### src/tlp_macros.svh
// ==============================
// Stream width, bus tag pool size, largest read size
// and the fmt_type codes of the TLP headers
// ==============================
`ifndef TLP_MACROS_SVH
`define TLP_MACROS_SVH

// One beat holds one header word or one payload word
`define TLP_DATA_W 64

// Size of the bus tag pool, which bounds the reads in flight
`define TLP_TAG_COUNT 8

// Largest single read request, eight payload beats
`define TLP_MAX_READ_BYTES 64

// Header fmt_type codes
`define TLP_FMT_MEM_RD 8'h20
`define TLP_FMT_MEM_WR 8'h60
`define TLP_FMT_CPL_D  8'h4a

`endif

### src/tlp_pkg.sv
// ==============================
// TLP header views and their union, the command payload
// word and the fmt_type classification helpers
// ==============================
`include "tlp_macros.svh"

package tlp_pkg;

   // ==============================
   // Header word views
   // ==============================

   // Request view of a header word, as sent for reads and writes
   typedef struct packed {
      logic [7:0]  fmt_type;
      logic [7:0]  tag;
      logic [15:0] length;
      logic [31:0] addr;
   } tlp_req_hdr_t;

   // Completion view of the same word
   // fmt_type and tag share their positions with the request view
   typedef struct packed {
      logic [7:0]  fmt_type;
      logic [7:0]  tag;
      logic [15:0] byte_count;
      logic [31:0] lower_addr;
   } tlp_cpl_hdr_t;

   // One header word, decoded either way once its fmt_type is known
   typedef union packed {
      tlp_req_hdr_t req;
      tlp_cpl_hdr_t cpl;
   } tlp_hdr_u;

   // Command payload beat sent by the host with a memory write
   typedef struct packed {
      logic [31:0] start_addr;
      logic [15:0] length;
      logic [15:0] report_addr;
   } tlp_cmd_t;

   // ==============================
   // fmt_type helpers
   // ==============================

   // True for a completion carrying data
   function automatic logic tlp_is_completion(input logic [7:0] fmt_type);
      return fmt_type == `TLP_FMT_CPL_D;
   endfunction

   // True for a memory read request, the only packet that takes a bus tag
   function automatic logic tlp_is_mem_read(input logic [7:0] fmt_type);
      return fmt_type == `TLP_FMT_MEM_RD;
   endfunction

endpackage

### src/tlp_stream_if.sv
// ==============================
// Valid/ready stream of TLP beats with last marking
// the end of a packet, plus source and sink views
// ==============================
`timescale 1ns/100ps
`include "tlp_macros.svh"

interface tlp_stream_if;

   logic                   valid;
   logic                   ready;
   logic                   last;
   logic [`TLP_DATA_W-1:0] data;

   // The source offers a beat and holds it until ready is seen
   modport source (
      output valid,
      output last,
      output data,
      input  ready
   );

   // The sink only answers with ready
   modport sink (
      input  valid,
      input  last,
      input  data,
      output ready
   );

endinterface

### src/large_read_engine.sv
// ==============================
// Large read engine: splits a host command into reads,
// folds the returned data into a byte count and an XOR
// checksum, then writes the result to the report address
// ==============================
`timescale 1ns/100ps
`include "tlp_macros.svh"

module large_read_engine
   import tlp_pkg::*;
(
   input  logic         uclk_usr,
   input  logic         uclk_rst_n,
   tlp_stream_if.sink   cmd_in,
   tlp_stream_if.sink   cpl_in,
   tlp_stream_if.source tx_out
);

   localparam logic [2:0] ST_IDLE     = 3'd0;
   localparam logic [2:0] ST_RD       = 3'd1;
   localparam logic [2:0] ST_WAIT     = 3'd2;
   localparam logic [2:0] ST_RPT_HDR  = 3'd3;
   localparam logic [2:0] ST_RPT_DATA = 3'd4;

   logic [2:0]  state;
   logic        cmd_sop;
   logic        cmd_is_wr_q;
   tlp_hdr_u    cmd_hdr;
   tlp_cmd_t    cmd_word;
   logic        cpl_sop;

   // Command registers
   logic [31:0] rd_addr;
   logic [15:0] rd_left;
   logic [15:0] total_len;
   logic [15:0] rpt_addr;
   logic [15:0] rd_len;

   // Completion totals
   logic [15:0] rcv_bytes;
   logic [31:0] csum;

   tlp_hdr_u    tx_hdr;

   assign cmd_hdr  = cmd_in.data;
   assign cmd_word = cmd_in.data;

   // Only one command is taken until its report has left
   assign cmd_in.ready = (state == ST_IDLE);
   // Completions are never pushed back
   assign cpl_in.ready = 1'b1;

   // Each read is a full maximum sized piece or whatever remains
   assign rd_len = (rd_left > 16'(`TLP_MAX_READ_BYTES)) ?
                   16'(`TLP_MAX_READ_BYTES) : rd_left;

   // ==============================
   // Transmit beats
   // ==============================

   always_comb begin
      tx_hdr = '0;
      if (state == ST_RD) begin
         // Every piece keeps local tag 0 so all data maps to this command
         tx_hdr.req.fmt_type = `TLP_FMT_MEM_RD;
         tx_hdr.req.length   = rd_len;
         tx_hdr.req.addr     = rd_addr;
      end else begin
         tx_hdr.req.fmt_type = `TLP_FMT_MEM_WR;
         tx_hdr.req.length   = 16'd8;
         tx_hdr.req.addr     = {16'h0, rpt_addr};
      end
   end

   assign tx_out.valid = (state == ST_RD) || (state == ST_RPT_HDR) ||
                         (state == ST_RPT_DATA);
   // A read is header only, the report has one payload beat
   assign tx_out.last  = (state != ST_RPT_HDR);
   assign tx_out.data  = (state == ST_RPT_DATA) ? {16'h0, rcv_bytes, csum} : tx_hdr;

   // ==============================
   // Control
   // ==============================

   always_ff @(posedge uclk_usr) begin
      if (!uclk_rst_n) begin
         state       <= ST_IDLE;
         cmd_sop     <= 1'b1;
         cmd_is_wr_q <= 1'b0;
         cpl_sop     <= 1'b1;
         rcv_bytes   <= '0;
         csum        <= '0;
      end else begin
         if (cmd_in.valid && cmd_in.ready) begin
            cmd_sop <= cmd_in.last;
            if (cmd_sop) begin
               cmd_is_wr_q <= (cmd_hdr.req.fmt_type == `TLP_FMT_MEM_WR);
            end
         end

         // Header beats are skipped, every payload beat is counted
         if (cpl_in.valid) begin
            cpl_sop <= cpl_in.last;
            if (!cpl_sop) begin
               rcv_bytes <= rcv_bytes + 16'd8;
               csum      <= csum ^ cpl_in.data[31:0];
            end
         end

         case (state)
            ST_IDLE: begin
               // The payload beat of a write is the command itself
               if (cmd_in.valid && !cmd_sop && cmd_in.last && cmd_is_wr_q) begin
                  state <= ST_RD;
               end
            end
            ST_RD: begin
               if (tx_out.ready && (rd_left == rd_len)) begin
                  state <= ST_WAIT;
               end
            end
            ST_WAIT: begin
               if (rcv_bytes == total_len) begin
                  state <= ST_RPT_HDR;
               end
            end
            ST_RPT_HDR: begin
               if (tx_out.ready) begin
                  state <= ST_RPT_DATA;
               end
            end
            ST_RPT_DATA: begin
               // Report sent, so the totals start over for the next command
               if (tx_out.ready) begin
                  state     <= ST_IDLE;
                  rcv_bytes <= '0;
                  csum      <= '0;
               end
            end
            default: begin
               state <= ST_IDLE;
            end
         endcase
      end
   end

   // Command registers load from the payload beat and step as each read leaves
   always_ff @(posedge uclk_usr) begin
      if (cmd_in.valid && cmd_in.ready && !cmd_sop) begin
         rd_addr   <= cmd_word.start_addr;
         rd_left   <= cmd_word.length;
         total_len <= cmd_word.length;
         rpt_addr  <= cmd_word.report_addr;
      end else if (state == ST_RD && tx_out.ready) begin
         rd_addr <= rd_addr + 32'(rd_len);
         rd_left <= rd_left - rd_len;
      end
   end

endmodule

### src/port_afu_top.sv
// ==============================
// Port top level: receive splitter, tag remapper and
// large read engine behind plain stream ports
// ==============================
`timescale 1ns/100ps
`include "tlp_macros.svh"

module port_afu_top
   import tlp_pkg::*;
(
   input  logic                   uclk_usr,
   input  logic                   uclk_rst_n,

   // Receive stream from the host
   input  logic                   rx_valid,
   input  logic                   rx_last,
   input  logic [`TLP_DATA_W-1:0] rx_data,
   output logic                   rx_ready,

   // Transmit stream to the host
   output logic                   tx_valid,
   output logic                   tx_last,
   output logic [`TLP_DATA_W-1:0] tx_data,
   input  logic                   tx_ready
);

   // ==============================
   // Streams
   // ==============================

   // Host receive stream before the splitter
   tlp_stream_if rx_if ();
   // Index 0 is before the remapper, index 1 after it
   tlp_stream_if cpl_if [2] ();
   // Requests from the host, carrying the commands
   tlp_stream_if req_if ();
   // Index 0 leaves the engine, index 1 goes to the host
   tlp_stream_if tx_if [2] ();

   assign rx_if.valid = rx_valid;
   assign rx_if.last  = rx_last;
   assign rx_if.data  = rx_data;
   assign rx_ready    = rx_if.ready;

   assign tx_valid       = tx_if[1].valid;
   assign tx_last        = tx_if[1].last;
   assign tx_data        = tx_if[1].data;
   assign tx_if[1].ready = tx_ready;

   // ==============================
   // Blocks
   // ==============================

   rx_cpl_splitter splitter (
      .uclk_usr   (uclk_usr),
      .uclk_rst_n (uclk_rst_n),
      .rx_in      (rx_if),
      .cpl_out    (cpl_if[0]),
      .req_out    (req_if)
   );

   tag_remapper remapper (
      .uclk_usr   (uclk_usr),
      .uclk_rst_n (uclk_rst_n),
      .tx_in      (tx_if[0]),
      .tx_out     (tx_if[1]),
      .cpl_in     (cpl_if[0]),
      .cpl_out    (cpl_if[1])
   );

   large_read_engine engine (
      .uclk_usr   (uclk_usr),
      .uclk_rst_n (uclk_rst_n),
      .cmd_in     (req_if),
      .cpl_in     (cpl_if[1]),
      .tx_out     (tx_if[0])
   );

endmodule

### src/rx_cpl_splitter.sv
// ==============================
// Receive splitter: completions go to one output and
// all other packets to the other, each through a
// one-deep registered stage
// ==============================
`timescale 1ns/100ps
`include "tlp_macros.svh"

module rx_cpl_splitter
   import tlp_pkg::*;
(
   input  logic         uclk_usr,
   input  logic         uclk_rst_n,
   tlp_stream_if.sink   rx_in,
   tlp_stream_if.source cpl_out,
   tlp_stream_if.source req_out
);

   // Stage 0 carries completions, stage 1 everything else
   logic                   sop;
   logic                   is_cpl;
   logic                   is_cpl_q;
   tlp_hdr_u               in_hdr;
   logic [1:0]             stage_sel;
   logic [1:0]             stage_in_ready;
   logic [1:0]             stage_out_ready;
   logic [1:0]             stage_valid;
   logic [1:0]             stage_last;
   logic [`TLP_DATA_W-1:0] stage_data [2];

   // ==============================
   // Packet classification
   // ==============================

   // fmt_type sits in the same place in both views, so the header
   // can be tested before it is known how to decode the rest
   assign in_hdr = rx_in.data;
   assign is_cpl = sop ? tlp_is_completion(in_hdr.cpl.fmt_type) : is_cpl_q;
   assign stage_sel = {~is_cpl, is_cpl};

   // The decision taken at the header holds until the last beat
   always_ff @(posedge uclk_usr) begin
      if (!uclk_rst_n) begin
         sop      <= 1'b1;
         is_cpl_q <= 1'b0;
      end else if (rx_in.valid && rx_in.ready) begin
         sop      <= rx_in.last;
         is_cpl_q <= is_cpl;
      end
   end

   // The input only waits on the stage that the packet is bound for
   assign rx_in.ready = is_cpl ? stage_in_ready[0] : stage_in_ready[1];

   // ==============================
   // Output stages
   // ==============================

   for (genvar i = 0; i < 2; i++) begin : g_stage
      // A full stage still accepts when its beat leaves in the same cycle
      assign stage_in_ready[i] = !stage_valid[i] || stage_out_ready[i];

      always_ff @(posedge uclk_usr) begin
         if (!uclk_rst_n) begin
            stage_valid[i] <= 1'b0;
         end else if (rx_in.valid && stage_sel[i] && stage_in_ready[i]) begin
            stage_valid[i] <= 1'b1;
         end else if (stage_out_ready[i]) begin
            stage_valid[i] <= 1'b0;
         end
      end

      always_ff @(posedge uclk_usr) begin
         if (rx_in.valid && stage_sel[i] && stage_in_ready[i]) begin
            stage_last[i] <= rx_in.last;
            stage_data[i] <= rx_in.data;
         end
      end
   end

   assign cpl_out.valid      = stage_valid[0];
   assign cpl_out.last       = stage_last[0];
   assign cpl_out.data       = stage_data[0];
   assign stage_out_ready[0] = cpl_out.ready;

   assign req_out.valid      = stage_valid[1];
   assign req_out.last       = stage_last[1];
   assign req_out.data       = stage_data[1];
   assign stage_out_ready[1] = req_out.ready;

endmodule

### src/tag_remapper.sv
// ==============================
// Bus tag remapper: gives each read request a free bus
// tag on transmit and puts the local tag back into the
// matching completion on receive
// ==============================
`timescale 1ns/100ps
`include "tlp_macros.svh"

module tag_remapper
   import tlp_pkg::*;
(
   input  logic         uclk_usr,
   input  logic         uclk_rst_n,
   tlp_stream_if.sink   tx_in,
   tlp_stream_if.source tx_out,
   tlp_stream_if.sink   cpl_in,
   tlp_stream_if.source cpl_out
);

   localparam int TAG_W = $clog2(`TLP_TAG_COUNT);

   // One bit per bus tag, set while the tag is free
   logic [`TLP_TAG_COUNT-1:0] tag_free;
   // Local tag of the read that holds each bus tag
   logic [7:0]                local_tag [`TLP_TAG_COUNT];

   logic                      tx_sop;
   tlp_hdr_u                  tx_hdr;
   tlp_hdr_u                  tx_hdr_new;
   logic                      tx_is_rd;
   logic                      tx_go;
   logic                      any_free;
   logic [TAG_W-1:0]          free_idx;
   logic                      tag_held;
   logic [TAG_W-1:0]          held_idx;
   logic [TAG_W-1:0]          tx_idx;

   logic                      cpl_sop;
   tlp_hdr_u                  cpl_hdr;
   tlp_hdr_u                  cpl_hdr_new;
   logic [TAG_W-1:0]          cpl_tag;
   logic [TAG_W-1:0]          cpl_tag_q;

   // ==============================
   // Transmit path
   // ==============================

   assign tx_hdr   = tx_in.data;
   assign tx_is_rd = tx_sop && tlp_is_mem_read(tx_hdr.req.fmt_type);

   // Lowest free bus tag, scanning down so the smallest index wins
   always_comb begin
      any_free = 1'b0;
      free_idx = '0;
      for (int i = `TLP_TAG_COUNT - 1; i >= 0; i--) begin
         if (tag_free[i]) begin
            any_free = 1'b1;
            free_idx = i[TAG_W-1:0];
         end
      end
   end

   // A stalled read header keeps the tag it was first offered with,
   // even when a lower tag is freed meanwhile
   assign tx_idx = tag_held ? held_idx : free_idx;

   // A read header with no tag left is held back in both directions
   assign tx_go = !tx_is_rd || any_free;

   always_comb begin
      tx_hdr_new = tx_hdr;
      tx_hdr_new.req.tag = 8'(tx_idx);
   end

   assign tx_out.valid = tx_in.valid && tx_go;
   assign tx_out.last  = tx_in.last;
   assign tx_out.data  = tx_is_rd ? tx_hdr_new : tx_in.data;
   assign tx_in.ready  = tx_out.ready && tx_go;

   // ==============================
   // Completion path
   // ==============================

   assign cpl_hdr = cpl_in.data;

   // The header names the bus tag; later beats reuse the one captured
   assign cpl_tag = cpl_sop ? cpl_hdr.cpl.tag[TAG_W-1:0] : cpl_tag_q;

   always_comb begin
      cpl_hdr_new = cpl_hdr;
      cpl_hdr_new.cpl.tag = local_tag[cpl_tag];
   end

   assign cpl_out.valid = cpl_in.valid;
   assign cpl_out.last  = cpl_in.last;
   assign cpl_out.data  = cpl_sop ? cpl_hdr_new : cpl_in.data;
   assign cpl_in.ready  = cpl_out.ready;

   // ==============================
   // Tag state
   // ==============================

   always_ff @(posedge uclk_usr) begin
      if (!uclk_rst_n) begin
         tag_free <= '1;
         tx_sop   <= 1'b1;
         cpl_sop  <= 1'b1;
         tag_held <= 1'b0;
      end else begin
         tag_held <= tx_out.valid && !tx_out.ready;
         if (tx_in.valid && tx_in.ready) begin
            tx_sop <= tx_in.last;
         end
         if (cpl_in.valid && cpl_in.ready) begin
            cpl_sop <= cpl_in.last;
         end
         // A freed tag is always busy, so it never collides with the
         // tag being handed out in the same cycle
         if (cpl_in.valid && cpl_in.ready && cpl_in.last) begin
            tag_free[cpl_tag] <= 1'b1;
         end
         if (tx_in.valid && tx_in.ready && tx_is_rd) begin
            tag_free[tx_idx] <= 1'b0;
         end
      end
   end

   always_ff @(posedge uclk_usr) begin
      held_idx <= tx_idx;
      if (tx_in.valid && tx_in.ready && tx_is_rd) begin
         local_tag[tx_idx] <= tx_hdr.req.tag;
      end
      if (cpl_in.valid && cpl_in.ready && cpl_sop) begin
         cpl_tag_q <= cpl_tag;
      end
   end

endmodule

### config.mk
export PLATFORM = sky130hd
export DESIGN_NAME = port_afu_top
export DESIGN_NICKNAME = d
export VERILOG_FILES = /design/src/tlp_pkg.sv /design/src/tlp_stream_if.sv /design/src/large_read_engine.sv /design/src/port_afu_top.sv /design/src/rx_cpl_splitter.sv /design/src/tag_remapper.sv
export VERILOG_INCLUDE_DIRS = /design/src /design/src/src
export SDC_FILE = /design/constraint.sdc
export NUM_CORES = 1
export LEC_CHECK = 0
export BUFFER_PORTS_ARGS = -buffer_cell sky130_fd_sc_hd__buf_2
export CAP_MARGIN = 10
export CORE_MARGIN = 4
export CORE_UTILIZATION = 40
export CTS_BUF_LIST = sky130_fd_sc_hd__clkbuf_4
export DETAILED_ROUTE_END_ITERATION = 10
export PLACE_DENSITY = 0.65
export SETUP_SLACK_MARGIN = 0.02
export SYNTH_ARGS = -nofsm -noshare
export SYNTH_HDL_FRONTEND = slang
export SYNTH_SLANG_ARGS = --single-unit
### constraint.sdc
create_clock -name uclk_usr -period 13.4 [get_ports uclk_usr]
set_clock_uncertainty 0.15 [all_clocks]
set_input_delay 2.68 -clock uclk_usr [delete_from_list [all_inputs] [get_ports uclk_usr]]
set_output_delay 2.68 -clock uclk_usr [all_outputs]
set_load 0.02 [all_outputs]
# Word-level counts from Yosys, hierarchy flattened
# Memory sizes are Yosys's and may differ from the RTL's.
# Index checks and enable logic that the tools add are counted.
# W data, S select, Z words.
# op_classes
n_addsub	3
multipliers	0
n_div	0
n_lt_le_gt_ge	5
eq_ne	15
n_shift	0
muxes	59
n_bitwise	5
n_reduce_logical	35
# op_table
operator	n
$mux W32	6
$mux W16	7
$mux W64	1
$reduce_or A64 Y1	1
$mux W63	1
$mux W56	1
$mux W48	1
$mux W3	15
$add A32 B16 Y32	1
$eq A16 B16 Y1	2
$xor A32 B32 Y32	1
$mux W8	3
$logic_and A1 B1 Y1	21
$mux W1	20
$add A16 B4 Y16 const B	1
$eq A8 B7 Y1 const B	2
$gt A16 B7 Y1 const B	1
$sub A16 B16 Y16	1
$pmux W3 S5	1
$and A8 B8 Y8	1
$lt A3 B4 Y1 const B	2
$not A8 Y8	1
$or A8 B8 Y8	1
$eq A7 B6 Y1 const B	1
16 further kinds	29
# totals
regBits	156
latch_bits	0
ramBits	128
mem_bits_ro	0
inputBits	69
output_inout_bits	67
word_cells	144
mem_count	1
# mem_list
memory	words	word_bits	read_ports	rd_ports_with_merged_regs	wr	line_no	text
splitter.stage_data	2	64	2	0	1	rx_cpl_splitter.sv:29	logic [`TLP_DATA_W-1:0] stage_data [2];

# Longest topological paths before layout
# depth
depth_word	16
ltp_mapped	17

# Cells and area by module
# From an unflattened synthesis, not the netlist that was laid out.
# unflattened
hier_cells	1331
hier_area_um2	15875.2
# by_module_without_submodules
mod	n_inst	cells_each	area_each_um2	seq_area_each_um2
large_read_engine	1	786	7323.3	3423.3
tag_remapper	1	383	4388.0	2292.2
rx_cpl_splitter	1	162	4164.0	3983.8

# Worst setup path before layout
# Ideal clock, no wire load.
# synth_path
path_type	input-to-reg
from	input port tx_ready
to	register engine.rd_addr[0], enable pin
setup_ns	0.520
arrival_ns	6.193
required_time_ns	12.730
path_slack_ns	6.537
stages	2
n_path_buf	0
path_cell_list	o21ai_1 > o21ai_0
# synth_between
elab_chain_cells	3
# synth_rtl
element	line_no	text
start, declared	port_afu_top.sv:24	input logic tx_ready
$logic_and A1 B1 Y1	tag_remapper.sv:78	assign tx_in.ready = tx_out.ready && tx_go;
$logic_and A1 B1 Y1	large_read_engine.sv:154	end else if (state == ST_RD && tx_out.ready) begin
$reduce_bool A2 Y1 (no line)	--	
end signal, assigned	large_read_engine.sv:150	rd_addr <= cmd_word.start_addr;
end signal, assigned	large_read_engine.sv:155	rd_addr <= rd_addr + 32'(rd_len);
end, declared	large_read_engine.sv:33	logic [31:0] rd_addr;
# Every way passes these cells.
# A chain may end at the register's enable or synchronous reset.

# Final worst setup path
# layout_path
from	input port rx_data[56]
to	output port rx_ready
# layout_between
elab_chain_cells	3
# layout_rtl
element	line_no	text
start, declared	port_afu_top.sv:17	input logic [`TLP_DATA_W-1:0] rx_data,
$eq A8 B7 Y1 (no line)	--	
$mux W1	rx_cpl_splitter.sv:38	assign is_cpl = sop ? tlp_is_completion(in_hdr.cpl.fmt_type) : is_cpl_q;
$mux W1	rx_cpl_splitter.sv:53	assign rx_in.ready = is_cpl ? stage_in_ready[0] : stage_in_ready[1];
end, declared	port_afu_top.sv:18	output logic rx_ready,
# Every way passes these cells.

==> results.tsv <==
metric	value	unit
status	finished clean	
via count of the first global-routing pass	7854	
FMAX	145	MHz
core area	27200	um2
Slew headroom	0.300	
clk root buf	clkbuf_4	
CP most frequent cell	buf_2	
Hold Path Depth	0	
met1 usage	0.229	
met3 usage	0.0392	
Peak VDD IR	0.0512	mV
Netlist cell types	68	
CP max FO	4	
FF-to-FF Start	engine.rd_left[10]	
Seq. cell area	6890	um2
r2r setup slk	8470	ps
register area share after synthesis	0.617	
simple-gate area share of the yosys netlist	0.157	
CTS Buffer Depth	3	
met2 usage	0.273	
Synth Area in Adders	0.0220	
Leak	5.02	nW
fin crit period	6880	ps
maximum capacitance violations	0	
Die Footprint	30600	um2
top_reg_cell synth	edfxtp_1	
ANT nets after route	0	
DRT Pass-1 Iters	5	
clock sink count	252	
Worst Setup Path Type	in2out	
H-tree depth	3	
WP data arrival	4050	ps
Num CTS Buffers	69	
CP endpoint kind	output port	
worst r2r path cells	15	
Worst Setup Start Kind	primary input	
Routed WL per cell	16.9	um
Hold Fails Final Rpt	0	
total congestion overflow	0	
share of layout cells above drive strength 1	0.226	
Hold-fix buffers, CTS	0	
CP max stage cell	nor4bb_1	
number of synthesized register bits	252	
Finish-stage setup viols	0	
critical-path cell list	buf_2, nor4bb_1, a31oi_1, nand3b_1, buf_2	
post-CTS sizing	0	
GP Congestion	0.797	
Via-to-Cell Ratio	4.98	
# nets final	1239	
Worst EP required	10570	ps
die outline height	175	um
worst min path class	reg2reg	
Starting Density	0.411	
row count	60	
Worst-path clk slew	70	ps
area grow syn2layout	17.7	%
Die X	175	um
Post-Layout Cell Count	1578	
Tot GR Track Use	0.173	
number of synthesized flops with an enable pin	184	
area of the multi-input gates	4060	um2
final core occ	0.483	
placed cell count	1452	
global-route wire length before repair	41.8	mm
post-CTS setup buffer count	0	
Hold Startpoint	splitter.stage_data[0][67]	
routed vias	7861	
slowest stage delay, CP	570	ps
I/O pins	136	
final slew viol count	0	
synthesized instance count	980	
clk_lat worst skew	650	ps
syn avg cell area	11.4	um2
post-synthesis mux area share	0.00561	
Worst Max-Slew Pin Slew	1050	ps
Top Usage Layer GRT	met2	
FF-to-FF End	engine.rd_addr[22]	
Synth Warn #	0	
Routed WL	26.7	mm
Period Utilization, post-route	0.513	
Filler cells	2579	
Remaining DRCs	0	
setup tns final	0	ps
Hold Path End	engine.rpt_addr[3]	
dpl hpwl	17.8	mm
Post-synth ARST share	0	
pin count of the biggest net entering global routing	94	
I/O Buffers	124	
initial antenna violation count	3	
CTS tree	done	
Iter 0 DRT Violations	464	
unrepaired setup endpoints after global routing	no	
largest family of logic cells by synthesized area	simple AND/OR/NAND/NOR gates	
Synth Cell Area	11200	um2
Pwr Density	126	nW/um2
Synth Area in XOR/XNOR	0.0699	
Compound-Gate Fraction of Synth Area	0.0999	
==> cells in the final DEF (no fill, tap or decap), types with 8 or more instances in the layout <==
cell type | synthesis | final
edfxtp_1 | 184 | 184
nand2_1 | 147 | 147
buf_2 | 3 | 124
clkbuf_4 | 1 | 107
nor2_1 | 93 | 93
dfxtp_1 | 68 | 68
xor2_1 | 60 | 60
a21oi_1 | 43 | 43
o21ai_0 | 36 | 35
xnor2_1 | 29 | 29
conb_1 | 2 | 21
nor3_1 | 20 | 20
nand3_1 | 18 | 18
ha_1 | 18 | 18
a22o_1 | 17 | 17
inv_1 | 16 | 16
and3_1 | 17 | 16
a22oi_1 | 16 | 16
a31oi_1 | 13 | 13
and2_1 | 13 | 13
clkinv_1 | 1 | 10
buf_4 | 12 | 10
nand2b_1 | 9 | 8
nor4_1 | 8 | 8
nand4_1 | 8 | 8
nor3b_1 | 8 | 8
==> routing by layer <==
metal,wire length [um],part of all wire
met4,672,0.025
met3,1810,0.068
met1,11900,0.45
met2,12300,0.46
met5,12,0.00045
==> final cells by class <==
type | instances | area share
tap | 372 | 0.0354
multi-input combinational | 677 | 0.310
timing repair buffer | 134 | 0.0530
inverter | 17 | 0.00486
clock buffer | 107 | 0.0612
antenna | 2 | 0.000381
clock inverter | 17 | 0.0111
sequential | 252 | 0.524
==> critical path, delay by kind of cell <==
family	cells	cell delay (ps)
AOI/OAI and AO/OA	1	300
buffers and inverters	2	290
and+or+nand+nor	2	770
==> worst max-delay path by stage <==
stage | from | endpoint | slack [ps] | cells after the start
floorplan | tx_ready | engine.rd_addr[0] | 6540 | 2
global placement | rx_data[56] | rx_ready | 6520 | 5
detailed placement | rx_data[56] | rx_ready | 6490 | 5
CTS | rx_data[56] | rx_ready | 6490 | 5
global route | rx_data[56] | rx_ready | 6440 | 5
finish | rx_data[56] | rx_ready | 6520 | 5
==> through the flow <==
stage	setup slack [ps]	hold WS (ps)	total power [mW]	cell area, um2
floorplan	6540	250	0.910	11200
global placement	6520	250	0.932	12200
detailed placement	6490	255	0.933	12200
CTS	6490	259	1.68	13100
global route	6440	268	1.73	13100
finish	6520	263	1.65	13100
==> power breakdown <==
group          internal [mW]  total [mW]  switching (mW)
Clock                  0.421       0.732           0.311
Sequential             0.853       0.860         0.00738
Combinational         0.0200      0.0568          0.0368
==> logic make-up (layout without fill, tap and decap cells) <==
family | Yosys count | count (layout)
simple gates | 372 | 372
fa+ha+maj | 19 | 19
flops | 252 | 252
other cells | 2 | 23
mux | 6 | 6
buf+inv | 70 | 275
xor+xnor | 89 | 89
compound gates | 170 | 170
==> cells in the mapped netlist, types with 18 or more instances <==
| master | instances | area (um2) |
|---|---|---|
| dfxtp_1 | 68 | 1360 |
| nand2_1 | 147 | 552 |
| xnor2_1 | 29 | 254 |
| nor3_1 | 20 | 100 |
| xor2_1 | 60 | 526 |
| o21ai_0 | 36 | 180 |
| edfxtp_1 | 184 | 5530 |
| ha_1 | 18 | 225 |
| nand3_1 | 18 | 90.1 |
| a21oi_1 | 43 | 215 |
| clkbuf_1 | 33 | 124 |
| nor2_1 | 93 | 349 |
==> sequential cells by signal, indices dropped and copies added (netlist names), 3 cells and up <==
register	count
engine.rpt_addr	16
engine.state	3
remapper.tag_free	8
splitter.stage_data	99
remapper.held_idx	3
engine.rd_left	16
engine.total_len	16
remapper.cpl_tag_q	3
engine.rd_addr	32
engine.rcv_bytes	13
engine.csum	32
(Power assumes the default switching activity.)
